[src/verilog/sine_quarter_table.svh]
`ifndef SINE_QUARTER_TABLE_SVH
`define SINE_QUARTER_TABLE_SVH

// first quarter of the sine, sampled at half-step offsets
// so the folded quadrants mirror without a repeated point
5'd0:  quarter_mag = 11'd50;
5'd1:  quarter_mag = 11'd151;
5'd2:  quarter_mag = 11'd251;
5'd3:  quarter_mag = 11'd350;
5'd4:  quarter_mag = 11'd448;
5'd5:  quarter_mag = 11'd546;
5'd6:  quarter_mag = 11'd642;
5'd7:  quarter_mag = 11'd737;
5'd8:  quarter_mag = 11'd830;
5'd9:  quarter_mag = 11'd920;
5'd10: quarter_mag = 11'd1009;
5'd11: quarter_mag = 11'd1095;
5'd12: quarter_mag = 11'd1179;
5'd13: quarter_mag = 11'd1259;
5'd14: quarter_mag = 11'd1337;
5'd15: quarter_mag = 11'd1411;
5'd16: quarter_mag = 11'd1483;
5'd17: quarter_mag = 11'd1550;
5'd18: quarter_mag = 11'd1614;
5'd19: quarter_mag = 11'd1674;
5'd20: quarter_mag = 11'd1729;
5'd21: quarter_mag = 11'd1781;
5'd22: quarter_mag = 11'd1828;
5'd23: quarter_mag = 11'd1871;
5'd24: quarter_mag = 11'd1910;
5'd25: quarter_mag = 11'd1944;
5'd26: quarter_mag = 11'd1973;
5'd27: quarter_mag = 11'd1997;
5'd28: quarter_mag = 11'd2017;
5'd29: quarter_mag = 11'd2032;
5'd30: quarter_mag = 11'd2041;
5'd31: quarter_mag = 11'd2046;   // peak stays just under full scale

`endif

[src/verilog/dds_lab_pkg.sv]
package dds_lab_pkg;

   //////////////////////////////
   // widths
   //////////////////////////////
   localparam int SAMPLE_W = 12;                 // waveform sample
   localparam int PHASE_W  = 32;                 // nco accumulator
   localparam int LFSR_W   = 5;
   localparam int SCOPE_W  = 8;                  // one plotted trace

   typedef logic signed [SAMPLE_W-1:0] sample_t;

   localparam sample_t SAMPLE_MAX = 12'sh7ff;    // +2047
   localparam sample_t SAMPLE_MIN = 12'sh800;    // -2048

   //////////////////////////////
   // keyboard events
   //////////////////////////////
   // one decoded event byte, bit 7 marks a break
   typedef union packed {
      logic [7:0] raw;
      struct packed {
         logic       brk;
         logic [6:0] code;
      } fields;
   } key_event_u;

   localparam logic [6:0] KEY_1     = 7'h16;
   localparam logic [6:0] KEY_2     = 7'h1e;
   localparam logic [6:0] KEY_3     = 7'h26;
   localparam logic [6:0] KEY_4     = 7'h25;
   localparam logic [6:0] KEY_5     = 7'h2e;
   localparam logic [6:0] KEY_6     = 7'h36;
   localparam logic [6:0] KEY_7     = 7'h3d;
   localparam logic [6:0] KEY_8     = 7'h3e;
   localparam logic [6:0] KEY_F1    = 7'h05;
   localparam logic [6:0] KEY_F2    = 7'h06;
   localparam logic [6:0] KEY_N     = 7'h31;
   localparam logic [6:0] KEY_M     = 7'h3a;
   localparam logic [6:0] KEY_SPACE = 7'h29;
   localparam logic [6:0] KEY_LEFT  = 7'h6b;
   localparam logic [6:0] KEY_RIGHT = 7'h74;
   localparam logic [6:0] KEY_UP    = 7'h75;
   localparam logic [6:0] KEY_DOWN  = 7'h72;

   typedef struct packed {
      logic [7:0] num;                           // bit 0 is key 1
      logic       f1;
      logic       f2;
      logic       n;
      logic       m;
      logic       space;
      logic       left;
      logic       right;
      logic       up;
      logic       down;
   } held_keys_t;

   //////////////////////////////
   // selections and samples
   //////////////////////////////
   typedef enum logic [1:0] {WAVE_SIN, WAVE_COS, WAVE_SQUARE, WAVE_SAW} wave_sel_e;
   typedef enum logic [1:0] {MOD_OOK, MOD_SQUARE, MOD_NONE, MOD_PRBS} mod_sel_e;

   typedef struct packed {
      sample_t sin;
      sample_t cos;
      sample_t squ;
      sample_t saw;
   } waves_t;

   typedef struct packed {
      logic [SCOPE_W-1:0] sig_trace;
      logic [SCOPE_W-1:0] mod_trace;
   } scope_samples_t;

endpackage

[src/verilog/keypad_control.sv]
`timescale 1ns/1ps

module keypad_control (
   input  logic                    CLK_25MHZ,
   input  logic                    reset_from_key,
   input  logic                    key_event_valid,
   input  dds_lab_pkg::key_event_u key_event,
   output dds_lab_pkg::held_keys_t held_keys,
   output dds_lab_pkg::wave_sel_e  wave_sel,
   output dds_lab_pkg::mod_sel_e   mod_sel
);

   logic       make;                               // 0 on a break event
   logic       num_hit;
   logic [2:0] num_idx;                            // key 1 maps to 0

   assign make = ~key_event.fields.brk;

   //////////////////////////////
   // number key decode
   //////////////////////////////
   always_comb
   begin
      num_hit = 1'b1;
      num_idx = 3'd0;
      case (key_event.fields.code)
         dds_lab_pkg::KEY_1: num_idx = 3'd0;
         dds_lab_pkg::KEY_2: num_idx = 3'd1;
         dds_lab_pkg::KEY_3: num_idx = 3'd2;
         dds_lab_pkg::KEY_4: num_idx = 3'd3;
         dds_lab_pkg::KEY_5: num_idx = 3'd4;
         dds_lab_pkg::KEY_6: num_idx = 3'd5;
         dds_lab_pkg::KEY_7: num_idx = 3'd6;
         dds_lab_pkg::KEY_8: num_idx = 3'd7;
         default:            num_hit = 1'b0;
      endcase
   end

   //////////////////////////////
   // held levels and selections
   //////////////////////////////
   always_ff @(posedge CLK_25MHZ)
   begin
      if (reset_from_key)
      begin
         held_keys <= '0;
         wave_sel  <= dds_lab_pkg::WAVE_SIN;
         mod_sel   <= dds_lab_pkg::MOD_OOK;
      end
      else if (key_event_valid)
      begin
         if (num_hit)
         begin
            held_keys.num[num_idx] <= make;
            // keys 1-4 pick the wave, 5-8 the modulation
            if (make && !num_idx[2])
               wave_sel <= dds_lab_pkg::wave_sel_e'(num_idx[1:0]);
            else if (make)
               mod_sel <= dds_lab_pkg::mod_sel_e'(num_idx[1:0]);
         end
         case (key_event.fields.code)
            dds_lab_pkg::KEY_F1:    held_keys.f1    <= make;
            dds_lab_pkg::KEY_F2:    held_keys.f2    <= make;
            dds_lab_pkg::KEY_N:     held_keys.n     <= make;
            dds_lab_pkg::KEY_M:     held_keys.m     <= make;
            dds_lab_pkg::KEY_SPACE: held_keys.space <= make;
            dds_lab_pkg::KEY_LEFT:  held_keys.left  <= make;
            dds_lab_pkg::KEY_RIGHT: held_keys.right <= make;
            dds_lab_pkg::KEY_UP:    held_keys.up    <= make;
            dds_lab_pkg::KEY_DOWN:  held_keys.down  <= make;
            default:                ;               // unlisted codes ignored
         endcase
      end
   end

endmodule

[src/verilog/prbs_source.sv]
`timescale 1ns/1ps

module prbs_source #(
   parameter int TICK_DIVIDE = 16
) (
   input  logic                           CLK_25MHZ,
   input  logic                           reset_from_key,
   output logic [dds_lab_pkg::LFSR_W-1:0] lfsr_state
);

   localparam int CNT_W = ($clog2(TICK_DIVIDE) > 0) ? $clog2(TICK_DIVIDE) : 1;

   logic [CNT_W-1:0] tick_cnt;
   logic             step_tick;                    // one cycle per lfsr step
   logic             feedback;

   assign step_tick = (tick_cnt == CNT_W'(TICK_DIVIDE - 1));

   // taps at bits 4 and 2 give the full 31-state cycle
   assign feedback = lfsr_state[dds_lab_pkg::LFSR_W-1] ^ lfsr_state[dds_lab_pkg::LFSR_W-3];

   //////////////////////////////
   // slow tick and lfsr
   //////////////////////////////
   always_ff @(posedge CLK_25MHZ)
   begin
      if (reset_from_key)
      begin
         tick_cnt   <= '0;
         lfsr_state <= dds_lab_pkg::LFSR_W'(1);      // any nonzero seed
      end
      else if (step_tick)
      begin
         tick_cnt   <= '0;
         lfsr_state <= {lfsr_state[dds_lab_pkg::LFSR_W-2:0], feedback};
      end
      else
      begin
         tick_cnt <= tick_cnt + 1'b1;
      end
   end

endmodule

[src/verilog/dds_waveform_gen.sv]
`timescale 1ns/1ps

module dds_waveform_gen #(
   parameter logic [dds_lab_pkg::PHASE_W-1:0] PHASE_INC = 32'd172
) (
   input  logic                CLK_25MHZ,
   input  logic                reset_from_key,
   output dds_lab_pkg::waves_t waves
);

   localparam int ANGLE_W = 7;                     // quadrant plus table index

   logic [dds_lab_pkg::PHASE_W-1:0] phase;
   logic [ANGLE_W-1:0]              sin_angle;
   logic [ANGLE_W-1:0]              cos_angle;

   // fold one of four quadrants onto the quarter table
   function automatic dds_lab_pkg::sample_t fold_sine(input logic [ANGLE_W-1:0] angle);
      logic [4:0]  idx;
      logic [10:0] quarter_mag;
      logic [11:0] mag;
      idx = angle[5] ? ~angle[4:0] : angle[4:0];   // falling quarters mirror
      quarter_mag = 11'd0;
      case (idx)
`include "sine_quarter_table.svh"
      endcase
      mag = {1'b0, quarter_mag};
      fold_sine = angle[6] ? -mag : mag;           // lower half negated
   endfunction

   assign sin_angle = phase[dds_lab_pkg::PHASE_W-1 -: ANGLE_W];
   assign cos_angle = sin_angle + 7'd32;           // quarter turn ahead

   //////////////////////////////
   // phase accumulator
   //////////////////////////////
   always_ff @(posedge CLK_25MHZ)
   begin
      if (reset_from_key)
         phase <= '0;
      else
         phase <= phase + PHASE_INC;               // wraps once per period
   end

   //////////////////////////////
   // registered outputs
   //////////////////////////////
   always_ff @(posedge CLK_25MHZ)
   begin
      if (reset_from_key)
      begin
         waves <= '0;
      end
      else
      begin
         waves.sin <= fold_sine(sin_angle);
         waves.cos <= fold_sine(cos_angle);
         waves.squ <= phase[dds_lab_pkg::PHASE_W-1] ? dds_lab_pkg::SAMPLE_MIN
                                                     : dds_lab_pkg::SAMPLE_MAX;
         waves.saw <= phase[dds_lab_pkg::PHASE_W-1 -: dds_lab_pkg::SAMPLE_W];
      end
   end

endmodule

[src/verilog/modulation_mux.sv]
`timescale 1ns/1ps

module modulation_mux (
   input  logic                   CLK_25MHZ,
   input  logic                   reset_from_key,
   input  dds_lab_pkg::waves_t    waves,
   input  dds_lab_pkg::wave_sel_e wave_sel,
   input  dds_lab_pkg::mod_sel_e  mod_sel,
   input  logic                   prbs_bit,
   output dds_lab_pkg::sample_t   sig_sample,
   output dds_lab_pkg::sample_t   mod_sample
);

   dds_lab_pkg::sample_t sig_next;
   dds_lab_pkg::sample_t mod_next;

   //////////////////////////////
   // selection
   //////////////////////////////
   always_comb
   begin
      case (wave_sel)
         dds_lab_pkg::WAVE_SIN:    sig_next = waves.sin;
         dds_lab_pkg::WAVE_COS:    sig_next = waves.cos;
         dds_lab_pkg::WAVE_SQUARE: sig_next = waves.squ;
         default:                  sig_next = waves.saw;
      endcase
   end

   always_comb
   begin
      case (mod_sel)
         dds_lab_pkg::MOD_OOK:    mod_next = prbs_bit ? '0 : waves.sin;   // carrier keyed off
         dds_lab_pkg::MOD_SQUARE: mod_next = waves.squ;
         dds_lab_pkg::MOD_NONE:   mod_next = '0;   // nothing on this code
         default:                 mod_next = prbs_bit ? dds_lab_pkg::SAMPLE_MAX
                                                      : dds_lab_pkg::SAMPLE_MIN;
      endcase
   end

   // both outputs leave together so the traces stay aligned
   always_ff @(posedge CLK_25MHZ)
   begin
      if (reset_from_key)
      begin
         sig_sample <= '0;
         mod_sample <= '0;
      end
      else
      begin
         sig_sample <= sig_next;
         mod_sample <= mod_next;
      end
   end

endmodule

[src/verilog/scope_sampler.sv]
`timescale 1ns/1ps

module scope_sampler #(
   parameter int SCOPE_DIVIDE = 70_000
) (
   input  logic                        CLK_25MHZ,
   input  logic                        reset_from_key,
   input  dds_lab_pkg::sample_t        sig_sample,
   input  dds_lab_pkg::sample_t        mod_sample,
   output logic                        scope_strobe,
   output dds_lab_pkg::scope_samples_t scope
);

   localparam int CNT_W = ($clog2(SCOPE_DIVIDE) > 0) ? $clog2(SCOPE_DIVIDE) : 1;

   logic [CNT_W-1:0] div_cnt;
   logic             capture;

   // flip the sign bit and keep the top bits for the plot
   function automatic logic [dds_lab_pkg::SCOPE_W-1:0] to_offset(
      input dds_lab_pkg::sample_t s
   );
      to_offset = {~s[dds_lab_pkg::SAMPLE_W-1], s[dds_lab_pkg::SAMPLE_W-2 -: 7]};
   endfunction

   assign capture = (div_cnt == CNT_W'(SCOPE_DIVIDE - 1));

   always_ff @(posedge CLK_25MHZ)
   begin
      if (reset_from_key)
      begin
         div_cnt      <= '0;
         scope_strobe <= 1'b0;
      end
      else
      begin
         div_cnt      <= capture ? '0 : div_cnt + 1'b1;
         scope_strobe <= capture;                  // high with the fresh traces
      end
   end

   always_ff @(posedge CLK_25MHZ)
   begin
      if (capture)
      begin
         scope.sig_trace <= to_offset(sig_sample);
         scope.mod_trace <= to_offset(mod_sample);
      end
   end

endmodule

[src/verilog/dds_lab_top.sv]
`timescale 1ns/1ps

module dds_lab_top #(
   parameter logic [dds_lab_pkg::PHASE_W-1:0] PHASE_INC = 32'd172,   // about 1 kHz
   parameter int TICK_DIVIDE  = 25_000_000,                         // lfsr steps at 1 Hz
   parameter int SCOPE_DIVIDE = 70_000
) (
   input  logic                           CLK_25MHZ,
   input  logic                           reset_from_key,
   input  logic                           key_event_valid,
   input  dds_lab_pkg::key_event_u        key_event,
   output dds_lab_pkg::held_keys_t        held_keys,
   output dds_lab_pkg::wave_sel_e         wave_sel,
   output dds_lab_pkg::mod_sel_e          mod_sel,
   output logic [dds_lab_pkg::LFSR_W-1:0] lfsr_state,
   output dds_lab_pkg::sample_t           sig_sample,
   output dds_lab_pkg::sample_t           mod_sample,
   output logic                           scope_strobe,
   output dds_lab_pkg::scope_samples_t    scope
);

   dds_lab_pkg::waves_t waves;

   //////////////////////////////
   // control
   //////////////////////////////
   keypad_control i_keypad_control (
      .CLK_25MHZ       (CLK_25MHZ),
      .reset_from_key  (reset_from_key),
      .key_event_valid (key_event_valid),
      .key_event       (key_event),
      .held_keys       (held_keys),
      .wave_sel        (wave_sel),
      .mod_sel         (mod_sel)
   );

   //////////////////////////////
   // sources
   //////////////////////////////
   prbs_source #(.TICK_DIVIDE(TICK_DIVIDE)) i_prbs_source (
      .CLK_25MHZ      (CLK_25MHZ),
      .reset_from_key (reset_from_key),
      .lfsr_state     (lfsr_state)
   );

   dds_waveform_gen #(.PHASE_INC(PHASE_INC)) i_dds_waveform_gen (
      .CLK_25MHZ      (CLK_25MHZ),
      .reset_from_key (reset_from_key),
      .waves          (waves)
   );

   //////////////////////////////
   // selection and scope
   //////////////////////////////
   modulation_mux i_modulation_mux (
      .CLK_25MHZ      (CLK_25MHZ),
      .reset_from_key (reset_from_key),
      .waves          (waves),
      .wave_sel       (wave_sel),
      .mod_sel        (mod_sel),
      .prbs_bit       (lfsr_state[0]),             // keying bit
      .sig_sample     (sig_sample),
      .mod_sample     (mod_sample)
   );

   scope_sampler #(.SCOPE_DIVIDE(SCOPE_DIVIDE)) i_scope_sampler (
      .CLK_25MHZ      (CLK_25MHZ),
      .reset_from_key (reset_from_key),
      .sig_sample     (sig_sample),
      .mod_sample     (mod_sample),
      .scope_strobe   (scope_strobe),
      .scope          (scope)
   );

endmodule

[config.mk]
export PLATFORM = sky130hd
export DESIGN_NAME = dds_lab_top
export DESIGN_NICKNAME = d
export VERILOG_FILES = /design/src/verilog/dds_lab_pkg.sv /design/src/verilog/keypad_control.sv /design/src/verilog/prbs_source.sv /design/src/verilog/dds_waveform_gen.sv /design/src/verilog/modulation_mux.sv /design/src/verilog/scope_sampler.sv /design/src/verilog/dds_lab_top.sv
export VERILOG_INCLUDE_DIRS = /design/src /design/src/verilog
export SDC_FILE = /design/constraint.sdc
export NUM_CORES = 1
export LEC_CHECK = 0
export ABC_AREA = 1
export BUFFER_PORTS_ARGS = -buffer_cell sky130_fd_sc_hd__clkbuf_2
export CORE_MARGIN = 8
export CORE_UTILIZATION = 55
export DETAILED_ROUTE_END_ITERATION = 12
export GPL_ROUTABILITY_DRIVEN = 0
export PLACE_DENSITY_LB_ADDON = 0.3
export SYNTH_ARGS = -nofsm -noshare
export SYNTH_HDL_FRONTEND = slang
export SYNTH_SLANG_ARGS = --single-unit
[constraint.sdc]
create_clock -name CLK_25MHZ -period 2.2 [get_ports CLK_25MHZ]
set_clock_uncertainty 0.05 [all_clocks]
set_input_delay 0.44 -clock CLK_25MHZ [delete_from_list [all_inputs] [get_ports CLK_25MHZ]]
set_output_delay 0.44 -clock CLK_25MHZ [all_outputs]
set_load 0.05 [all_outputs]
==> run metrics, run 1 <==
Yosys reg bits 176; R2R depth 14; period utilization 97.5%; layout cells sized above 1 19.0%; outcome finished clean; final setup violation count 0; Min-Delay Path Depth 2; DR DRC count 0; final wirelength 20.8 mm; vias in the first global route 7285; leading cell type in the layout, fill and taps excluded nand2_1; via count 8001; worst reg2reg setup slack 0.06 ns; Final Slew Violations 0; gr ovfl total 0; Die Footprint 19600 sq um; reg2reg end i_dds_waveform_gen.waves[30]$_SDFF_PP0_; PortBufs 77; met1 usage 26.1%; unrepaired setup endpoints after global routing true; wire per inst 13.8 um; hpwl dp 15.3 mm; first-pass GRT wire length 33.9 mm; 1st-iter DRT viols 698; Tmin final 2.14 ns; Leakage Power 4.40 nW; Peak VDD IR 0.513 mV; Vias/cell 5.31; die width 140 um; Async SR Flop Fraction 0%; critical path class reg -> reg; slew margin rel. 63.1%; Placed Cells 1466; Final Non-Filler Cells 1506; power per cell area 640 nW/um^2; WHS Endpoint i_keypad_control.held_keys[5]$_SDFFE_PP0P_; # rows 45; worst path arrival time 2.42 ns; IO Count 78; CTS clock-pin slew for the worst setup and hold paths 0.07 ns; Clk Latency, worst-skew pair 0.43 ns; CTS Buf Count 17; TritonCTS clock tree done; CP required 2.48 ns; Mapped Cells 1186; antenna viol nets, final 0; starting density of the core 56.0%; FF-to-FF Start i_dds_waveform_gen.phase[30]$_SDFF_PP0_; Die Y 140 um; GRT Util Overall 20.7%; P&R area growth vs syn 19.1%; Post-Syn Area 8480 sq um; Ys Warns 0; GRT met3 Usage 4.28%; clk sinks 176; number of fill cells 1244; post-route cell area 10100 sq um; syn nets 1206; root buffer cell clkbuf_16; CTS Hold Bufs 0; DR pass1 iterations 6; CORE AREA 15100 sq um; Post-synth EDFFs 16; commonest non-fill, non-tap cells in the layout 264 x nand2_1, 155 x dfxtp_1, 127 x nor2_1; HP Class in -> reg; Synth Area per Inst 7.15 sq um; Max H-tree Level 4; nets 1325; Final Hold Vio Count 0; Synth Flop Type dfxtp_1; sequential share of the synthesized area 43.5%; Setup crit end kind flip-flop; worst slew pin tran 0.548 ns; number of max-cap violations 0; initial antenna violation count 0; met2 Use GR 35.3%; startpoint of the worst hold path key_event[7]; Synth cell types 41; largest net degree at the start of global routing 37; ant diodes 0; CP max FO 8; Cell Area, Placed 9330 sq um; fmax 466 MHz; Longest Clk Path Bufs 2; CP startpoint kind flip-flop; GRT busiest layer met2
cell families (layout without fill, tap and decap cells):
logic type      count (synthesis)  in the layout  share of synthesized area, %
fa+ha+maj                       9              9                          1.33
buf+inv                       176            307                          8.37
flops                         176            176                          43.5
simple gates                  639            640                          34.1
xor+xnor                       15             15                          1.55
compound gates                171            171                          11.2
flip-flops by register name, summed over array words and instances (netlist names):
register                      count
i_dds_waveform_gen.phase         30
i_keypad_control.held_keys       17
i_modulation_mux.mod_sample      12
i_modulation_mux.sig_sample      12
i_scope_sampler.scope            16
i_scope_sampler.div_cnt          17
i_dds_waveform_gen.waves         37
i_prbs_source.lfsr_state          5
i_scope_sampler.scope_strobe      1
i_prbs_source.tick_cnt           25
i_keypad_control.wave_sel         2
i_keypad_control.mod_sel          2
worst max-delay path by stage:
stage                                                         end                                     from  cells after the start
after floorplan           i_dds_waveform_gen.waves[30]$_SDFF_PP0_  i_dds_waveform_gen.phase[30]$_SDFF_PP0_                     14
after CTS                 i_dds_waveform_gen.waves[30]$_SDFF_PP0_  i_dds_waveform_gen.phase[27]$_SDFF_PP0_                     15
after global routing      i_dds_waveform_gen.waves[44]$_SDFF_PP0_  i_dds_waveform_gen.phase[30]$_SDFF_PP0_                     17
final                     i_dds_waveform_gen.waves[30]$_SDFF_PP0_  i_dds_waveform_gen.phase[30]$_SDFF_PP0_                     14
after global placement    i_dds_waveform_gen.waves[30]$_SDFF_PP0_  i_dds_waveform_gen.phase[30]$_SDFF_PP0_                     14
after detailed placement  i_dds_waveform_gen.waves[30]$_SDFF_PP0_  i_dds_waveform_gen.phase[30]$_SDFF_PP0_                     15
critical path, cell delays in order, from the launching register on:
cell and delay (ns):
dfxtp_4 0.37, inv_2 0.09, buf_4 0.12, nand2_1 0.05, nand2_2 0.17, nand2_4 0.11, nand2_2 0.12, nand2_1 0.07
o21ai_2 0.24, ha_4 0.19, nand2_1 0.08, nor2_1 0.10, nand2_1 0.07, a21oi_1 0.13, nor2_1 0.06
metrics by stage:
step | power, W | worst slack (ns) | hold WS [ns] | util [%] | setup TNS, ns
after floorplan | 0.00355 | 0.225 | 0.359 | - | 0
after global placement | 0.00363 | 0.0244 | 0.365 | 61.6 | 0
after detailed placement | 0.00364 | -0.0411 | 0.372 | 61.6 | -0.0414
after CTS | 0.00652 | 0.0248 | 0.208 | 65.4 | 0
after global routing | 0.00670 | -0.0853 | 0.224 | 66.7 | -0.432
final | 0.00646 | 0.0557 | 0.224 | 66.7 | 0
cell usage after synthesis (12+ instances only):
| cell type | number | area share, % |
|---|---|---|
| clkbuf_1 | 24 | 1.1 |
| inv_1 | 126 | 5.6 |
| o21ai_0 | 45 | 2.7 |
| a21oi_1 | 86 | 5.1 |
| nand2_2 | 12 | 0.89 |
| dfxtp_1 | 160 | 38 |
| edfxtp_1 | 16 | 5.7 |
| nand4_1 | 17 | 1.3 |
| nor3_1 | 34 | 2.0 |
| nor2_1 | 131 | 5.8 |
| o211ai_1 | 15 | 1.3 |
| nand2_1 | 275 | 12 |
| nand3_1 | 117 | 6.9 |
power breakdown:
part	total, W	leakage (nW)	internal (W)	switching, W
registers	0.00330	1.45	0.00327	0.0000246
clock network	0.00289	0.278	0.00151	0.00138
logic	0.000273	2.68	0.0000806	0.000193
total	0.00646	4.40	0.00486	0.00160
layer usage:
layer	wire length, um	vias to the layer above
li1	-	4138
met1	9410	3604
met2	10100	232
met3	1080	27
met4	263	0
met5	0	-
area by class of cell:
| type | count | area, sq um | share of cell area (%) |
|---|---|---|---|
| multi-input combinational | 835 | 4220 | 41.8 |
| sequential | 176 | 3690 | 36.6 |
| timing repair buffer | 140 | 871 | 8.62 |
| inverter | 135 | 507 | 5.02 |
| clock buffer | 18 | 429 | 4.25 |
| tap | 188 | 235 | 2.33 |
| clock inverter | 14 | 146 | 1.45 |
what timing repair did:
action                     in CTS  in global routing
setup endpoints to repair       3                 19
cloned                          0                  1
gates resized for setup         1                 38
setup buffers                   0                  7
pin swaps                       0                 10
(Power assumes the default switching activity.)
==> run 2, diff against run 1 <==
RECOVER_POWER = 100   (was not set)
==> run metrics, run 2 (synthesized netlist as in run 1, its figures left out) <==
Placed Cells 1466 (unchanged); combinational fraction of design power 4.1% (about the same); CTS Buf Count 17 (unchanged); clk sinks 176 (unchanged); leading cell type in the layout, fill and taps excluded nand2_1; Final Non-Filler Cells 1506 (unchanged); Finished Core Util 65.9% (-0.82 points); final setup violation count 0 (unchanged); P&R area growth vs syn 17.7%; FF-to-FF Start i_dds_waveform_gen.phase[30]$_SDFF_PP0_; Die Footprint 19600 sq um (unchanged); DR pass1 iterations 6 (unchanged); Final Slew Violations 0 (unchanged); IO Count 78 (unchanged); critical path class reg -> reg; largest net degree at the start of global routing 37 (unchanged); # rows 45 (unchanged); root buffer cell clkbuf_16; Peak VDD IR 0.511 mV (-0.45%); layout cells sized above 1 13.1% (-6.0 points); power share of the sequential group 51.1% (about the same); Setup crit end kind flip-flop; Cell Area, Placed 9330 sq um (unchanged); P_int 0.00486 W (-0.12%); final wirelength 20.8 mm (about the same); Vias/cell 5.35 (+0.71%); commonest non-fill, non-tap cells in the layout 264 x nand2_1, 155 x dfxtp_1, 129 x nor2_1; period utilization 97.3% (-0.17 points); initial antenna violation count 0 (unchanged); Clk Latency, worst-skew pair 0.43 ns (about the same); starting density of the core 56.0% (unchanged); part of the power in the clock network 44.7% (about the same); number of max-cap violations 0 (unchanged); Reg area 3690 sq um (unchanged); reg2reg end i_dds_waveform_gen.waves[30]$_SDFF_PP0_; die width 140 um (unchanged); worst slew pin tran 1.15 ns (+0.603 ns); CTS Hold Bufs 0 (unchanged); DR DRC count 0 (unchanged); nets 1325 (unchanged); WHS Endpoint i_keypad_control.held_keys[5]$_SDFFE_PP0P_; CTS clock-pin slew for the worst setup and hold paths 0.07 ns (about the same); Leakage Power 4.14 nW (-5.9%); outcome finished clean; Final Hold Vio Count 0 (unchanged); worst path arrival time 2.42 ns (about the same); Net Sw Power 0.00159 W (-0.49%); Tmin final 2.14 ns (-0.00367 ns); Max H-tree Level 4 (unchanged); hpwl dp 15.3 mm (unchanged); power per cell area 647 nW/um^2 (+1.0%); wire per inst 13.8 um (about the same); CP required 2.48 ns (about the same); multi-input logic area 4210 sq um (-0.12%); PortBufs 77 (unchanged); final setup TNS 0 ns (unchanged); via count 8058 (+0.71%); antenna viol nets, final 0 (unchanged); first-pass GRT wire length 33.9 mm (unchanged); 1st-iter DRT viols 643 (-7.9%); worst reg2reg setup slack 0.06 ns (about the same); unrepaired setup endpoints after global routing true; Sw Ratio 24.7% (-0.069 points); CP startpoint kind flip-flop; GRT Util Overall 20.7% (unchanged); CP max FO 8 (unchanged); post-route cell area 9970 sq um (-1.2%); Min-Delay Path Depth 2 (unchanged); max reg flops 37 (unchanged); HP Class in -> reg; vias in the first global route 7285 (unchanged); R2R depth 14 (unchanged); top flop regs i_dds_waveform_gen.waves (37), i_dds_waveform_gen.phase (30), i_prbs_source.tick_cnt (25); Die Y 140 um (unchanged); CORE AREA 15100 sq um (unchanged); TritonCTS clock tree done; fmax 467 MHz (+0.17%); worst slack, placed -0.0411 ns (unchanged); number of fill cells 1296 (+4.2%); Most flops, register i_dds_waveform_gen.waves; gr ovfl total 0 (unchanged); Longest Clk Path Bufs 2 (unchanged); Final WS setup 0.0594 ns (+0.00367 ns); slew margin rel. 23.3% (-40 points); ant diodes 0 (unchanged); startpoint of the worst hold path key_event[7]
-- run 2: cell types whose count changed in the layout (fill, tap and decap cells not counted), sizes merged --
cell / before / now
clkbuf: 95 / 106
buf: 63 / 52
-- run 2: how the worst max path moves through the flow --
stage	startpoint	to	slack [ns]	cells after the start
after CTS	i_dds_waveform_gen.phase[27]$_SDFF_PP0_	i_dds_waveform_gen.waves[30]$_SDFF_PP0_	0.02	15
final	i_dds_waveform_gen.phase[30]$_SDFF_PP0_	i_dds_waveform_gen.waves[30]$_SDFF_PP0_	0.06	14
after floorplan	i_dds_waveform_gen.phase[30]$_SDFF_PP0_	i_dds_waveform_gen.waves[30]$_SDFF_PP0_	0.23	14
after global placement	i_dds_waveform_gen.phase[30]$_SDFF_PP0_	i_dds_waveform_gen.waves[30]$_SDFF_PP0_	0.02	14
after global routing	i_dds_waveform_gen.phase[30]$_SDFF_PP0_	i_dds_waveform_gen.waves[44]$_SDFF_PP0_	-0.09	17
after detailed placement	i_dds_waveform_gen.phase[30]$_SDFF_PP0_	i_dds_waveform_gen.waves[30]$_SDFF_PP0_	-0.04	15
-- run 2: power groups by stage --
stage | Clock (W) | Sequential [W] | Combinational [W]
final | 0.00289 | 0.00330 | 0.000266
after floorplan | 0 | 0.00339 | 0.000164
after detailed placement | 0 | 0.00337 | 0.000263
after CTS | 0.00295 | 0.00330 | 0.000264
after global placement | 0 | 0.00337 | 0.000257
after global routing | 0.00309 | 0.00330 | 0.000300
-- run 2: timing repair --
action / CTS / global route
setup endpoints to repair: 3 / 19
cloned: 0 / 1
buffers inserted: 0 / 7
gates resized for setup: 1 / 38
pin swaps: 0 / 10
-- run 2: layout make-up --
class                           instances  share of cell area (%)
Multi-Input combinational cell        835                    42.2
Sequential cell                       176                    37.0
Timing Repair Buffer                  140                    7.54
Inverter                              135                    5.08
Clock buffer                           18                    4.30
Tap cell                              188                    2.36
Clock inverter                         14                    1.47
-- run 2: routing by layer --
metal	vias to the layer above	wire length, um	global-route usage, %
met5	-	0	0
li1	4142	-	-
met1	3628	9280	26.1
met3	32	1210	4.28
met4	0	302	5.60
met2	256	10000	35.3
-- run 2: critical path, stage by stage, from the launching register on --
cell,delay [ns]
dfxtp_4,0.37
inv_2,0.10
buf_4,0.12
nand2_1,0.05
nand2_2,0.16
nand2_4,0.11
nand2_2,0.12
nand2_1,0.08
o21ai_2,0.24
ha_4,0.19
nand2_1,0.08
nor2_1,0.10
nand2_1,0.07
a21oi_1,0.13
nor2_1,0.06
-- run 2: through the flow --
stage	total power [W]	hold WS, ns
floorplan	0.00355	0.359
global placement	0.00363	0.365
detailed placement	0.00364	0.372
CTS	0.00652	0.208
global route	0.00670	0.225
finish	0.00645	0.231
==> run 3, diff against run 2 <==
CORE_ASPECT_RATIO = 0.75   (was not set)
==> run metrics, run 3 (synthesized netlist as in run 1, its figures left out) <==
outcome finished clean; vias in the first global route 7100 (-2.5%); number of fill cells 1382 (+6.6%); via count 8077 (+0.24%); initial antenna violation count 0 (unchanged); ant diodes 0 (unchanged); wire per inst 13.8 um (-0.18%); number of max-cap violations 0 (unchanged); 1st-iter DRT viols 783 (+22%); final hold slack 0.220 ns (-0.0103 ns); Clk Latency, worst-skew pair 0.43 ns (about the same); period utilization 95.4% (-1.9 points); TritonCTS clock tree done; Final Slew Violations 0 (unchanged); Max H-tree Level 4 (unchanged); Peak VDD IR 0.467 mV (-8.7%); CP Buf/Inv Count 1 (-1); CP cell instances buf_4, nand2_1, nand2_4, nand2_2, nand3_1, nand2_1, nand3_1, nand2_1, ha_2, nand3_2, nor2_4, nand2_1, a21oi_1, nor2_1; slew margin rel. 36.7% (+13 points); Tmin final 2.10 ns (-0.0409 ns); critical path's top delay family simple AND/OR/NAND/NOR gates; first-pass GRT wire length 34.1 mm (+0.69%); hpwl dp 15.6 mm (+2.0%); P&R area growth vs syn 16.5%; critical path's slowest cell dfxtp_4; starting density of the core 55.9% (-0.11 points); die width 159 um (+14%); CP required 2.47 ns (about the same); CTS Hold Bufs 0 (unchanged); Tot Pwr 0.00643 W (-0.29%); CORE AREA 15200 sq um (+0.20%); commonest non-fill, non-tap cells in the layout 270 x nand2_1, 155 x dfxtp_1, 127 x nor2_1; Most flops, register i_dds_waveform_gen.waves; root buffer cell clkbuf_16; layout cells sized above 1 11.7% (-1.3 points); DR DRC count 0 (unchanged); unrepaired setup endpoints after global routing true; Final Hold Vio Count 0 (unchanged); final setup violation count 0 (unchanged); power per cell area 652 nW/um^2 (+0.75%); worst slew pin tran 0.950 ns (-0.201 ns); PortBufs 77 (unchanged); DR pass1 iterations 6 (unchanged); antenna viol nets, final 0 (unchanged); Die Footprint 19700 sq um (+0.21%); IO Count 78 (unchanged); GRT Util Overall 20.8% (+0.052 points); clk sinks 176 (unchanged); CP startpoint kind flip-flop; top flop regs i_dds_waveform_gen.waves (37), i_dds_waveform_gen.phase (30), i_prbs_source.tick_cnt (25); Final Non-Filler Cells 1509 (+0.20%); CTS Buf Count 17 (unchanged); setup bufs post-CTS 0 (unchanged); max reg flops 37 (unchanged); Vias/cell 5.35 (about the same); fmax 476 MHz (+1.9%); Setup crit end kind flip-flop; # rows 39 (-13%); largest net degree at the start of global routing 41 (+11%); leading cell type in the layout, fill and taps excluded nand2_1; worst path arrival time 2.37 ns (-0.05 ns); max incr delay on CP 0.37 ns (about the same); CTS clock-pin slew for the worst setup and hold paths 0.07 ns (about the same); Crit path top cell by count nand2_1; final wirelength 20.8 mm (about the same); Longest Clk Path Bufs 2 (unchanged); Cell Area, Placed 9320 sq um (-0.12%); nets 1311 (-1.1%); post-route cell area 9870 sq um (-1.0%); Placed Cells 1477 (+0.75%); Leakage Power 4.11 nW (-0.77%); gr ovfl total 0 (unchanged); critical path class reg -> reg; CP max FO 9 (+1); Die Y 124 um (-12%); HP Class in -> reg
## run 3: routing by layer
layer | share of wire [%] | global-route usage (%)
met1 | 49 | 29.2
met4 | 1.3 | 4.99
met5 | 0 | 0
met3 | 7.5 | 4.99
met2 | 42 | 31.7
## run 3: area by class of cell
cell class                      count  area, sq um  area share (%)
Sequential cell                   176         3690            37.4
Tap cell                          205          256            2.60
Timing Repair Buffer              127          679            6.88
Multi-Input combinational cell    834         4180            42.3
Inverter                          135          509            5.16
Clock inverter                     14          129            1.31
Clock buffer                       18          429            4.35
## run 3: path summary, 6_finish.rpt
kind | startpoint | endpoint | slack, ns | depth (start not counted)
setup / recovery | i_dds_waveform_gen.phase[30]$_SDFF_PP0_ | i_dds_waveform_gen.waves[42]$_SDFF_PP0_ | 0.10 | 14
hold / removal | key_event[7] | i_keypad_control.held_keys[5]$_SDFFE_PP0P_ | 0.22 | 2
hold reg to reg | i_dds_waveform_gen.phase[2]$_SDFF_PP0_ | i_dds_waveform_gen.phase[2]$_SDFF_PP0_ | 0.35 | 1
setup reg to reg | i_dds_waveform_gen.phase[30]$_SDFF_PP0_ | i_dds_waveform_gen.waves[42]$_SDFF_PP0_ | 0.10 | 14
## run 3: what timing repair did
item / CTS / global route
gates resized for setup: 2 / 29
pin swaps: 0 / 4
gates cloned: 0 / 0
endpoints found under the setup margin: 5 / 22
## run 3: worst reg2reg max path, stage by stage (launching register included)
cell	delay, ns
dfxtp_4	0.37
buf_4	0.16
nand2_1	0.10
nand2_4	0.12
nand2_2	0.13
nand3_1	0.07
nand2_1	0.07
nand3_1	0.10
nand2_1	0.11
ha_2	0.19
nand3_2	0.10
nor2_4	0.13
nand2_1	0.08
a21oi_1	0.13
nor2_1	0.07
## run 3: per-stage QoR
step | utilization [%] | TNS (ns) | setup WS, ns
final | 65.1 | 0 | 0.100
after global routing | 65.1 | -0.181 | -0.0537
after CTS | 65.1 | 0 | 0.0288
after detailed placement | 61.4 | -0.0770 | -0.0498
after global placement | 61.4 | 0 | 0.0442
after floorplan | - | 0 | 0.225
## run 3: power by group
part / internal, W / switching, W
logic: 0.0000715 / 0.000186
registers: 0.00328 / 0.0000262
clock network: 0.00158 / 0.00130
total: 0.00492 / 0.00151
